## src/logic/dcore_cfg.svh

```systemverilog
`ifndef DCORE_CFG_SVH
`define DCORE_CFG_SVH

// Interleaved ADC slices
`define DCORE_NTI 4

// Magnitude bits per slice, sign comes separately
`define DCORE_NADC 7

// Phase interpolator code width
`define DCORE_NPI 9

// Interpolator outputs
`define DCORE_NOUT 4

// Offset calibration window, log2 of frames
`define DCORE_NAVG_LOG 4

// Snapshot memory depth in frames
`define DCORE_DEPTH 32

// Drain link credits after reset
`define DCORE_CREDITS 4

`endif

```

## src/logic/dcore_pkg.sv

```systemverilog
`include "dcore_cfg.svh"

package dcore_pkg;

    // Slice magnitude as delivered by the comparators
    typedef logic [`DCORE_NADC-1:0] adc_mag_t;

    // One extra bit holds the sign after unfolding
    typedef logic signed [`DCORE_NADC:0] sample_t;

    // Slice 0 in the lowest bits
    typedef logic [`DCORE_NTI*(`DCORE_NADC+1)-1:0] frame_t;

    typedef logic [`DCORE_NPI-1:0] pi_code_t;

    typedef enum logic [1:0] {
        SNAP_IDLE,
        SNAP_CAPTURE,
        SNAP_DRAIN
    } snap_state_t;

endpackage

```

## src/logic/adc_retimer.sv

```systemverilog
`timescale 1ns/1ns
`default_nettype none

`include "dcore_cfg.svh"

module adc_retimer (
    input wire logic clk_adc,
    input wire logic reset_i,
    input wire dcore_pkg::adc_mag_t [`DCORE_NTI-1:0] adc_mag_i,
    input wire logic [`DCORE_NTI-1:0] adc_sign_i,
    output dcore_pkg::adc_mag_t [`DCORE_NTI-1:0] ret_mag_o,
    output logic [`DCORE_NTI-1:0] ret_sign_o
);

    // All slices sampled on the same edge to form one frame
    always_ff @(posedge clk_adc) begin
        if (reset_i) begin
            ret_mag_o  <= '0;
            ret_sign_o <= '0;
        end else begin
            ret_mag_o  <= adc_mag_i;
            ret_sign_o <= adc_sign_i;
        end
    end

endmodule

`default_nettype wire

```

## src/logic/adc_unfolding.sv

```systemverilog
`timescale 1ns/1ns
`default_nettype none

`include "dcore_cfg.svh"

module adc_unfolding (
    input wire logic clk_adc,
    input wire logic reset_i,
    input wire dcore_pkg::adc_mag_t [`DCORE_NTI-1:0] ret_mag_i,
    input wire logic [`DCORE_NTI-1:0] ret_sign_i,
    input wire logic en_pfd_cal_i,
    input wire logic en_ext_offset_i,
    input wire dcore_pkg::sample_t [`DCORE_NTI-1:0] ext_offset_i,
    output dcore_pkg::frame_t frame_o
);

    import dcore_pkg::*;

    localparam int SW = `DCORE_NADC + 1;
    localparam int ACC_W = SW + `DCORE_NAVG_LOG;
    localparam int AVG_LEN = 2 ** `DCORE_NAVG_LOG;
    localparam logic signed [SW:0] SAT_MAX = 2 ** (SW - 1) - 1;
    localparam logic signed [SW:0] SAT_MIN = -(2 ** (SW - 1));

    logic [`DCORE_NAVG_LOG:0] win_cnt;
    logic win_end;
    sample_t raw [`DCORE_NTI];
    sample_t offset [`DCORE_NTI];
    sample_t cal_offset [`DCORE_NTI];
    sample_t sat [`DCORE_NTI];
    logic signed [SW:0] diff [`DCORE_NTI];
    logic signed [ACC_W-1:0] acc [`DCORE_NTI];
    logic signed [ACC_W-1:0] acc_next [`DCORE_NTI];

    assign win_end = (win_cnt == AVG_LEN - 1);

    always_comb begin
        for (int k = 0; k < `DCORE_NTI; k++) begin
            // Sign bit set means positive
            if (ret_sign_i[k]) begin
                raw[k] = sample_t'({1'b0, ret_mag_i[k]});
            end else begin
                raw[k] = -sample_t'({1'b0, ret_mag_i[k]});
            end

            offset[k] = en_ext_offset_i ? sample_t'(ext_offset_i[k]) : cal_offset[k];
            diff[k] = raw[k] - offset[k];

            if (diff[k] > SAT_MAX) begin
                sat[k] = sample_t'(SAT_MAX);
            end else if (diff[k] < SAT_MIN) begin
                sat[k] = sample_t'(SAT_MIN);
            end else begin
                sat[k] = diff[k][SW-1:0];
            end

            acc_next[k] = acc[k] + raw[k];
        end
    end

    always_ff @(posedge clk_adc) begin
        for (int k = 0; k < `DCORE_NTI; k++) begin
            frame_o[k*SW +: SW] <= sat[k];
        end
    end

    // Averaging over the window, offset held while disabled
    always_ff @(posedge clk_adc) begin
        if (reset_i) begin
            win_cnt <= '0;
            for (int k = 0; k < `DCORE_NTI; k++) begin
                acc[k]        <= '0;
                cal_offset[k] <= '0;
            end
        end else if (en_pfd_cal_i) begin
            win_cnt <= win_end ? '0 : win_cnt + 1'b1;
            for (int k = 0; k < `DCORE_NTI; k++) begin
                if (win_end) begin
                    acc[k]        <= '0;
                    cal_offset[k] <= sample_t'(acc_next[k] >>> `DCORE_NAVG_LOG);
                end else begin
                    acc[k] <= acc_next[k];
                end
            end
        end else begin
            win_cnt <= '0;
            for (int k = 0; k < `DCORE_NTI; k++) begin
                acc[k] <= '0;
            end
        end
    end

    a_win_bound: assert property (
        @(posedge clk_adc) disable iff (reset_i)
        win_cnt < AVG_LEN
    );

endmodule

`default_nettype wire

```

## src/logic/digital_core.sv

```systemverilog
`timescale 1ns/1ns
`default_nettype none

`include "dcore_cfg.svh"

module digital_core (
    input wire logic clk_adc,
    input wire logic reset_i,
    input wire dcore_pkg::adc_mag_t [`DCORE_NTI-1:0] adc_mag_i,
    input wire logic [`DCORE_NTI-1:0] adc_sign_i,
    input wire logic en_pfd_cal_i,
    input wire logic en_ext_offset_i,
    input wire dcore_pkg::sample_t [`DCORE_NTI-1:0] ext_offset_i,
    input wire dcore_pkg::pi_code_t [`DCORE_NOUT-1:0] pi_offset_i,
    input wire dcore_pkg::pi_code_t [`DCORE_NOUT-1:0] pi_scale_i,
    input wire logic dump_start_i,
    input wire logic snap_credit_i,
    output dcore_pkg::pi_code_t [`DCORE_NOUT-1:0] pi_ctl_o,
    output logic snap_valid_o,
    output dcore_pkg::frame_t snap_data_o,
    output logic snap_busy_o
);

    import dcore_pkg::*;

    adc_mag_t [`DCORE_NTI-1:0] ret_mag;
    logic [`DCORE_NTI-1:0] ret_sign;
    frame_t frame;
    pi_code_t pi_code;

    adc_retimer retimer_i (
        .clk_adc    (clk_adc),
        .reset_i    (reset_i),
        .adc_mag_i  (adc_mag_i),
        .adc_sign_i (adc_sign_i),
        .ret_mag_o  (ret_mag),
        .ret_sign_o (ret_sign)
    );

    // Offset removal and calibration for all slices
    adc_unfolding unfolding_i (
        .clk_adc         (clk_adc),
        .reset_i         (reset_i),
        .ret_mag_i       (ret_mag),
        .ret_sign_i      (ret_sign),
        .en_pfd_cal_i    (en_pfd_cal_i),
        .en_ext_offset_i (en_ext_offset_i),
        .ext_offset_i    (ext_offset_i),
        .frame_o         (frame)
    );

    mm_cdr cdr_i (
        .clk_adc  (clk_adc),
        .reset_i  (reset_i),
        .frame_i  (frame),
        .pi_ctl_o (pi_code)
    );

    pi_ctl_scaler scaler_i (
        .clk_adc     (clk_adc),
        .reset_i     (reset_i),
        .pi_ctl_i    (pi_code),
        .pi_offset_i (pi_offset_i),
        .pi_scale_i  (pi_scale_i),
        .pi_ctl_o    (pi_ctl_o)
    );

    snapshot_buffer snapshot_i (
        .clk_adc       (clk_adc),
        .reset_i       (reset_i),
        .frame_i       (frame),
        .dump_start_i  (dump_start_i),
        .snap_credit_i (snap_credit_i),
        .snap_valid_o  (snap_valid_o),
        .snap_data_o   (snap_data_o),
        .snap_busy_o   (snap_busy_o)
    );

endmodule

`default_nettype wire

```

## src/logic/mm_cdr.sv

```systemverilog
`timescale 1ns/1ns
`default_nettype none

`include "dcore_cfg.svh"

module mm_cdr (
    input wire logic clk_adc,
    input wire logic reset_i,
    input wire dcore_pkg::frame_t frame_i,
    output dcore_pkg::pi_code_t pi_ctl_o
);

    import dcore_pkg::*;

    localparam int SW = `DCORE_NADC + 1;
    // Each term is bounded by two sample magnitudes, then NTI terms are summed
    localparam int ERR_W = SW + 2 + $clog2(`DCORE_NTI);

    sample_t smp [`DCORE_NTI];
    sample_t prev_last;
    logic signed [ERR_W-1:0] err_sum;

    // Value times the sign of s, zero counts as sign 0
    function automatic logic signed [ERR_W-1:0] signed_by(input sample_t v, input sample_t s);
        logic signed [ERR_W-1:0] v_ext;
        v_ext = v;
        if (s > 0) begin
            return v_ext;
        end else if (s < 0) begin
            return -v_ext;
        end else begin
            return '0;
        end
    endfunction

    always_comb begin
        for (int k = 0; k < `DCORE_NTI; k++) begin
            smp[k] = frame_i[k*SW +: SW];
        end

        // Pair across the frame boundary
        err_sum = signed_by(smp[0], prev_last) - signed_by(prev_last, smp[0]);
        for (int k = 1; k < `DCORE_NTI; k++) begin
            err_sum = err_sum + signed_by(smp[k], smp[k-1]) - signed_by(smp[k-1], smp[k]);
        end
    end

    always_ff @(posedge clk_adc) begin
        if (reset_i) begin
            prev_last <= '0;
            pi_ctl_o  <= '0;
        end else begin
            prev_last <= smp[`DCORE_NTI-1];
            // Bang-bang step, wraps naturally
            if (err_sum > 0) begin
                pi_ctl_o <= pi_ctl_o + 1'b1;
            end else if (err_sum < 0) begin
                pi_ctl_o <= pi_ctl_o - 1'b1;
            end
        end
    end

    a_code_step: assert property (
        @(posedge clk_adc) disable iff (reset_i)
        ##1 (pi_ctl_o == $past(pi_ctl_o))
            || (pi_ctl_o == pi_code_t'($past(pi_ctl_o) + 1'b1))
            || (pi_ctl_o == pi_code_t'($past(pi_ctl_o) - 1'b1))
    );

endmodule

`default_nettype wire

```

## src/logic/pi_ctl_scaler.sv

```systemverilog
`timescale 1ns/1ns
`default_nettype none

`include "dcore_cfg.svh"

module pi_ctl_scaler (
    input wire logic clk_adc,
    input wire logic reset_i,
    input wire dcore_pkg::pi_code_t pi_ctl_i,
    input wire dcore_pkg::pi_code_t [`DCORE_NOUT-1:0] pi_offset_i,
    input wire dcore_pkg::pi_code_t [`DCORE_NOUT-1:0] pi_scale_i,
    output dcore_pkg::pi_code_t [`DCORE_NOUT-1:0] pi_ctl_o
);

    import dcore_pkg::*;

    localparam int NPI = `DCORE_NPI;

    pi_code_t shifted_code [`DCORE_NOUT];
    logic [2*NPI-1:0] product [`DCORE_NOUT];

    always_comb begin
        for (int j = 0; j < `DCORE_NOUT; j++) begin
            // Sum kept at code width so it wraps before scaling
            shifted_code[j] = pi_ctl_i + pi_offset_i[j];
            product[j] = shifted_code[j] * pi_scale_i[j];
        end
    end

    // Scale is a fraction of full range
    always_ff @(posedge clk_adc) begin
        if (reset_i) begin
            pi_ctl_o <= '0;
        end else begin
            for (int j = 0; j < `DCORE_NOUT; j++) begin
                pi_ctl_o[j] <= product[j][2*NPI-1:NPI];
            end
        end
    end

endmodule

`default_nettype wire

```

## src/logic/snapshot_buffer.sv

```systemverilog
`timescale 1ns/1ns
`default_nettype none

`include "dcore_cfg.svh"

module snapshot_buffer (
    input wire logic clk_adc,
    input wire logic reset_i,
    input wire dcore_pkg::frame_t frame_i,
    input wire logic dump_start_i,
    input wire logic snap_credit_i,
    output logic snap_valid_o,
    output dcore_pkg::frame_t snap_data_o,
    output logic snap_busy_o
);

    import dcore_pkg::*;

    localparam int DEPTH = `DCORE_DEPTH;
    localparam int ADDR_W = $clog2(DEPTH);
    localparam int CRED_W = $clog2(`DCORE_CREDITS + 1);

    snap_state_t state;
    frame_t mem [DEPTH];
    logic [ADDR_W-1:0] addr;
    logic [CRED_W-1:0] credits;
    logic last_addr;

    assign last_addr = (addr == ADDR_W'(DEPTH - 1));

    // A credit coming back this cycle may be spent right away
    assign snap_valid_o = (state == SNAP_DRAIN) && ((credits != '0) || snap_credit_i);
    assign snap_data_o  = mem[addr];
    assign snap_busy_o  = (state != SNAP_IDLE);

    // Single address serves capture then drain
    always_ff @(posedge clk_adc) begin
        if (reset_i) begin
            state <= SNAP_IDLE;
            addr  <= '0;
        end else begin
            case (state)
                SNAP_IDLE: begin
                    if (dump_start_i) begin
                        state <= SNAP_CAPTURE;
                        addr  <= '0;
                    end
                end
                SNAP_CAPTURE: begin
                    if (last_addr) begin
                        state <= SNAP_DRAIN;
                        addr  <= '0;
                    end else begin
                        addr <= addr + 1'b1;
                    end
                end
                SNAP_DRAIN: begin
                    // No credit, pointer and data stay put
                    if (snap_valid_o) begin
                        addr <= addr + 1'b1;
                        if (last_addr) begin
                            state <= SNAP_IDLE;
                        end
                    end
                end
                default: begin
                    state <= SNAP_IDLE;
                end
            endcase
        end
    end

    always_ff @(posedge clk_adc) begin
        if (state == SNAP_CAPTURE) begin
            mem[addr] <= frame_i;
        end
    end

    always_ff @(posedge clk_adc) begin
        if (reset_i) begin
            credits <= CRED_W'(`DCORE_CREDITS);
        end else begin
            credits <= credits - CRED_W'(snap_valid_o) + CRED_W'(snap_credit_i);
        end
    end

    // Underflow would wrap above the limit
    a_credit_range: assert property (
        @(posedge clk_adc) disable iff (reset_i)
        credits <= CRED_W'(`DCORE_CREDITS)
    );

    a_no_valid_idle: assert property (
        @(posedge clk_adc) disable iff (reset_i)
        (state == SNAP_IDLE) |-> !snap_valid_o
    );

endmodule

`default_nettype wire

```

## config.mk

```make
export PLATFORM = sky130hd
export DESIGN_NAME = digital_core
export DESIGN_NICKNAME = d
export VERILOG_FILES = /design/src/logic/dcore_pkg.sv /design/src/logic/adc_retimer.sv /design/src/logic/adc_unfolding.sv /design/src/logic/digital_core.sv /design/src/logic/mm_cdr.sv /design/src/logic/pi_ctl_scaler.sv /design/src/logic/snapshot_buffer.sv
export VERILOG_INCLUDE_DIRS = /design/src /design/src/logic
export SDC_FILE = /design/constraint.sdc
export NUM_CORES = 2
export LEC_CHECK = 0
export BUFFER_PORTS_ARGS = -buffer_cell sky130_fd_sc_hd__buf_2
export CORE_ASPECT_RATIO = 0.9
export CORE_MARGIN = 5
export CORE_UTILIZATION = 47
export CTS_BUF_LIST = sky130_fd_sc_hd__clkbuf_8
export CTS_CLUSTER_SIZE = 8
export DETAILED_ROUTE_END_ITERATION = 10
export PLACE_DENSITY = 0.71
export SYNTH_ARGS = -nofsm -noshare
export SYNTH_HDL_FRONTEND = slang
export SYNTH_HIERARCHICAL = 1
export SYNTH_SLANG_ARGS = --single-unit
```

## constraint.sdc

```tcl
create_clock -name clk_adc -period 11.9 [get_ports clk_adc]
set_clock_uncertainty 0.05 [all_clocks]
set_input_delay 1.19 -clock clk_adc [delete_from_list [all_inputs] [get_ports clk_adc]]
set_output_delay 1.19 -clock clk_adc [all_outputs]
set_load 0.005 [all_outputs]
```

Word level (Yosys, flattened, before mapping)
Memory sizes are Yosys's and may differ from the RTL's. A register that Yosys moved wholly into a read port is not among the register bits.
Cells that the tools add are included.
{ "totals": {"n_memories": 3, "input_bits": 142, "output_inout_bits": 70, "ram_bits": 1104, "ff_bits": 132} }
{ "op_classes": {"n_mux": 72, "eq_ne": 8, "n_mul": 4, "n_lt_le_gt_ge": 20, "n_addsub": 34, "reduce_logical": 10, "bitwise_logic": 17} }
{ "memory_table": {"columns": ["name", "words", "width", "rd", "rd_ports_with_merged_regs", "wr", "line_no", "text"], "rows": [
  ["snapshot_i.mem", 32, 32, 1, 1, 1, "snapshot_buffer.sv:24", "frame_t mem [DEPTH];"],
  ["unfolding_i.acc", 4, 12, 4, 0, 4, "adc_unfolding.sv:32", "logic signed [ACC_W-1:0] acc [`DCORE_NTI];"],
  ["unfolding_i.cal_offset", 4, 8, 4, 0, 4, "adc_unfolding.sv:29", "sample_t cal_offset [`DCORE_NTI];"]
]} }
{ "ops": {"columns": ["cell", "n"], "rows": [
  ["two-way mux 12 bit", 28],
  ["two-way mux 8 bit", 16],
  ["multiplier 9 x 9 -> 18 bit", 4],
  ["negator 8 -> 12 bit", 5],
  ["adder 12 x 8 -> 12 bit", 4],
  ["subtractor 12 bit", 4],
  ["> comparator 8 x 1 -> 1 bit, second input constant", 5],
  ["less-than comparator 8 x 1 -> 1 bit, second input constant", 5],
  ["adder 12 bit", 3],
  ["adder 9 bit", 4],
  ["> comparator 9 x 8 -> 1 bit, second input constant", 4],
  ["less-than comparator 9 x 8 -> 1 bit, second input constant", 4],
  ["subtractor 8 x 8 -> 9 bit", 4],
  ["negator 7 -> 8 bit", 4],
  ["two-way mux 5 bit", 5],
  ["two-way mux 9 bit", 2],
  ["bitwise OR 1 bit", 16],
  ["two-way mux 1 bit", 15],
  ["one-hot mux 5 bit (3 select lines)", 1],
  ["> comparator 12 x 1 -> 1 bit, second input constant", 1],
  ["less-than comparator 12 x 1 -> 1 bit, second input constant", 1],
  ["adder 5 x 1 -> 5 bit, second input constant", 2],
  ["adder 9 x 1 -> 9 bit, second input constant", 1],
  ["subtractor 9 x 1 -> 9 bit, second input constant", 1],
  ["19 further kinds", 26]
]} }

Logic depth before layout (Yosys ltp)
{ "logic_depth": {"depth_word": 13, "depth_mapped": 35, "depth_no_buf": 34} }

By module
The synthesis kept the hierarchy.
{ "by_module_without_submodules": {"columns": ["mod", "seq_area_each_um2", "area_each_um2", "n_inst", "cells_each"], "rows": [
  ["snapshot_buffer", 31049.8, 40612.7, 1, 2310],
  ["pi_ctl_scaler", 720.7, 11826.3, 1, 1342],
  ["adc_unfolding", 2902.8, 8265.4, 1, 902],
  ["mm_cdr", 340.3, 4907.2, 1, 613],
  ["adc_retimer", 640.6, 863.3, 1, 67]
]} }

Worst setup path before layout
OpenSTA, ideal clock, no wires.
{ "synth_path": {"path_kind": "flip-flop to flip-flop", "start": "register unfolding_i.frame_o[24]", "end": "register cdr_i.pi_ctl_o[8]", "slack_ns": 3.564, "arrival_time_ns": 8.163, "t_required_ns": 11.727, "path_buffers": 1, "stages_incl_launch_ff": 34, "synth_period_minus_slack_ns": 8.336, "cell_sequence": "dfxtp_1 > inv_1 > ha_1 > nand2_1 > or3_1 > nor2_1 > nand2_1 > ha_1 > clkbuf_1 > nor2_1 > a22o_1 > fa_1 > inv_1 > fa_1 > fa_1 > inv_1 > fa_1 > inv_1 > ha_1 > fa_1 > a211oi_4 > o21ba_1 > o2111ai_1 > or4_1 > a2111o_1 > nand2_1 > ha_1 > a21oi_1 > nor2_1 > nor2_1 > o21ai_0 > o41a_1 > mux2i_1 > mux2_1"} }
{ "synth_via": {"elab_chain_len": 7, "word_cells_on_any_way": 13, "cone_classes": "3 x add/sub; 4 x order compare; 5 x mux; 1 x reduce/logical"} }
{ "synth_rtl": {"columns": ["item", "line_no", "text"], "rows": [
  ["from (decl)", "adc_unfolding.sv:14", "output dcore_pkg::frame_t frame_o"],
  ["from (signal, indexed assignment)", "adc_unfolding.sv:63", "frame_o[k*SW +: SW] <= sat[k];"],
  ["negator 8 -> 12 bit", "mm_cdr.sv:30", "return -v_ext;"],
  ["two-way mux 12 bit", "mm_cdr.sv:29", "end else if (s < 0) begin"],
  ["two-way mux 12 bit", "mm_cdr.sv:27", "if (s > 0) begin"],
  ["adder 12 bit", "mm_cdr.sv:44", "err_sum = err_sum + signed_by(smp[k], smp[k-1]) - signed_by(smp[k-1], smp[k]);"],
  ["subtractor 12 bit (*)", "mm_cdr.sv:44", null],
  ["> comparator 12 x 1 -> 1 bit or less-than comparator 12 x 1 -> 1 bit (tied branches)", "mm_cdr.sv:55, mm_cdr.sv:57", null],
  ["two-way mux 9 bit or nonzero test 2 bit (tied branches)", null, null],
  ["to (signal assigned)", "mm_cdr.sv:56", "pi_ctl_o <= pi_ctl_o + 1'b1;"],
  ["to (signal assigned)", "mm_cdr.sv:58", "pi_ctl_o <= pi_ctl_o - 1'b1;"],
  ["to (decl)", "mm_cdr.sv:10", "output dcore_pkg::pi_code_t pi_ctl_o"]
]} }
Mark *: on every way between the ends. The rest lies on a longest branch, timed or not.
A chain may end at the register's enable or synchronous reset.

Worst setup path in the final report
{ "layout_path": {"start": "register unfolding_i.frame_o[8]", "end": "register cdr_i.pi_ctl_o[8]"} }
{ "layout_via": {"elab_chain_len": 11, "word_cells_on_any_way": 21, "cone_classes": "7 x add/sub; 4 x order compare; 9 x mux; 1 x reduce/logical"} }
{ "layout_rtl": {"columns": ["item", "line_no"], "rows": [
  ["negator 8 -> 12 bit", "mm_cdr.sv:30"],
  ["two-way mux 12 bit", "mm_cdr.sv:29"],
  ["two-way mux 12 bit", "mm_cdr.sv:27"],
  ["adder 12 bit", "mm_cdr.sv:44"],
  ["subtractor 12 bit", "mm_cdr.sv:44"],
  ["adder 12 bit", "mm_cdr.sv:44"],
  ["subtractor 12 bit (*)", "mm_cdr.sv:44"],
  ["adder 12 bit (*)", "mm_cdr.sv:44"],
  ["subtractor 12 bit (*)", "mm_cdr.sv:44"],
  ["> comparator 12 x 1 -> 1 bit or less-than comparator 12 x 1 -> 1 bit (tied branches)", "mm_cdr.sv:55, mm_cdr.sv:57"],
  ["two-way mux 9 bit or nonzero test 2 bit (tied branches)", null]
]} }
Marked as above.

==> reports/metrics.cfg <==
[final_layout]
layout.area.seq_um2 = 35660
multi_input_area_um2 = 28660
fin_nets = 6263
nFillCells = 11780
area_growth_pct = 10.74
drive_above_1_share = 0.1134
stdcell_count = 7565

[worst_setup_path]
cpMostUsedCell = fa_1
cpPeakStageDelay_ns = 0.73
end_kind = flop
start_kind = flop
crit-reg2reg-launch = unfolding_i/frame_o[8]$_SDFF_PN1_
worstRegToRegCells = 32
cp.arrival_ns = 10.40
crit_end = cdr_i/pi_ctl_o[8]$_SDFFE_PP0P_
slowest_stage = nor4_1
critPathRequiredTime_ns = 12.65
r2r_setup_slack_ns = 2.25
r2r-end = cdr_i/pi_ctl_o[8]$_SDFFE_PP0P_
cp-startpoint = unfolding_i/frame_o[8]$_SDFF_PN1_
crit_type = reg -> reg
cp_max_fo = 36

[clocking]
clock_path_buffers = 3
ctsRootBufferMaster = clkbuf_8
numCtsBuffers = 198
cts_setup_buffers = 0
htreeDepth = 4
cts_tree = built
cts-resized-gates = 0
holdBufCountCts = 0
clk_latency_ns = 0.95
cts.clk_slew.worst_paths_ns = 0.06
cts.sinks = 1241

[yosys]
yosysSeqAreaShare = 0.5364
ys_seq_elements = 1241
syn_area_per_cell_um2 = 12.70
synthTopCellsByCount = edfxtp_1 (1080), mux2i_1 (555), inv_1 (379), nand2_1 (314), ha_1 (291)
syn_area_um2 = 66480
yosysMostFrequentCell = edfxtp_1
async_flop_share = 0
post_synth_num_cell_types = 107
synth_edf_count = 1080
yosys.area.top_type = edfxtp_1
synth_flop_cell = edfxtp_1
yosysWarnings = 6
synth_top_cell_area_share = 0.4879
synth.area.top_cells = edfxtp_1 (49%), mux2i_1 (8.4%), fa_1 (8.3%)
postSynthCellCount = 5234

[timing]
setup_viol = 0
worst_pin_slew_ns = 1.176
slew_violations = 0
max_freq_ghz = 0.1036
min_period_ns = 9.654
min_period_over_period = 0.8112
setup_tns_ns = 0
rsz0062_at_grt = no
slew-limit-headroom = 0.2153
hold_violations = 0

[routing]
drt_iter0_markers = 4162
wl_per_cell_um = 23.46
num_vias = 43780
via_per_inst = 5.787
ant_nets = 0
wirelength_mm = 177.5
drt_first_pass_iters = 6
drc = 0

[floorplan]
initial_core_util = 0.4710
die_height_um = 366.8
io_pins = 212
rows = 131
die_x_um = 406.4
core-area_um2 = 141100
dieArea_um2 = 149100

[placement]
gp_congestion = 0.9117
place_hpwl_mm = 106.5
placed_cells_incl_taps = 7217
numPortBuffers = 211

[global_route]
grt-ovfl-total = 0
antenna_found_initial = 12
grt_pass1_wl_mm = 266.1
grt_util_all_layers = 0.2357
grt_pass1_vias = 43180
grt_max_degree = 137

[status]
status = complete, no violations

[hold_path]
hold_path_depth = 2
holdCritPathClass = in -> reg

[job]
cap_violations = 0

==> logic make-up after synthesis <==
kind of cell	count (synthesis)	share of synthesized area
compound gates	841	0.08575
fa+ha+maj	568	0.1379
simple gates	1293	0.09708
flops	1241	0.5364
xor+xnor	138	0.01850
other cells	1	0.00005641
buf+inv	582	0.03800
mux	570	0.08632
==> cells in the final DEF (no fill, tap or decap), types with 19 or more instances in the layout <==
cell,instances
a211oi_1,26
ha_1,291
o21a_1,30
mux2i_1,555
inv_1,459
nor2_4,34
a21oi_1,215
nor3_1,103
xor2_1,45
edfxtp_1,1080
nand2_1,313
nor2_1,236
conb_1,24
clkbuf_8,211
nand3_1,151
fa_1,275
nor2b_1,103
a22o_1,79
xnor2_1,91
a31oi_1,59
o21ai_0,84
a22oi_1,121
clkinv_1,22
nand4_1,19
o21ai_1,39
and3_1,48
dfxtp_1,159
buf_4,84
nand2b_1,58
a21o_1,51
buf_2,210
and2_1,119
==> critical path: cells and delay by family, from the launching register on <==
kind                       cells  cell delay (ns)
adders and majority gates      9             3.67
and+or+nand+nor                8             2.42
AOI/OAI and AO/OA              8             1.85
buffers and inverters          5             0.69
muxes                          2             0.52
DFF                            1             0.30
==> layer usage <==
layer | global-route usage | up-vias | wire, um
met4 | 0.06831 | 4 | 5151
met3 | 0.04632 | 280 | 16060
met1 | 0.3371 | 21870 | 74890
met5 | 0 | - | 21
li1 | - | 19720 | -
met2 | 0.3676 | 1906 | 81360
==> registers in the layout (all words and copies together) (netlist names), named ones only <==
register,flops
cdr_i/pi_ctl_o,9
cdr_i/prev_last,8
retimer_i/ret_mag_o,28
retimer_i/ret_sign_o,4
scaler_i/pi_ctl_o,36
snapshot_i/addr,5
snapshot_i/credits,3
snapshot_i/mem,1024
snapshot_i/state,2
unfolding_i/acc,48
unfolding_i/cal_offset,32
unfolding_i/frame_o,32
unfolding_i/win_cnt,5
==> layout make-up <==
type	count	area share
flip-flops and latches	1241	0.4844
clock buffers	211	0.03945
multi-input cells	3434	0.3893
inverters	383	0.01953
repair buffers	297	0.02366
well taps	1862	0.03165
clock inverters	132	0.01186
diodes	5	0.0001700
==> stage by stage <==
stage	worst slack [ns]	instance area (um2)	util	hold slack, ns
global route	1.809	73610	0.5216	0.3414
global placement	2.515	69830	0.4948	0.3809
detailed placement	2.466	69830	0.4948	0.3864
finish	2.246	73620	0.5216	0.4049
CTS	2.416	73600	0.5216	0.3137
floorplan	3.564	66560	-	0.3675
==> how the worst min path moves through the flow <==
stage | startpoint | endpoint
after detailed placement | unfolding_i/win_cnt[0]$_SDFF_PP0_ | unfolding_i/win_cnt[0]$_SDFF_PP0_
after floorplan | unfolding_i/win_cnt[0]$_SDFF_PP0_ | unfolding_i/win_cnt[0]$_SDFF_PP0_
after global routing | adc_mag_i[22] | retimer_i/ret_mag_o[22]$_SDFF_PP0_
after global placement | unfolding_i/win_cnt[0]$_SDFF_PP0_ | unfolding_i/win_cnt[0]$_SDFF_PP0_
final | adc_mag_i[25] | retimer_i/ret_mag_o[25]$_SDFF_PP0_
after CTS | adc_mag_i[25] | retimer_i/ret_mag_o[25]$_SDFF_PP0_
Power is not shown: default switching activity piles up to over one toggle a cycle in this logic, so the estimate is an artifact.
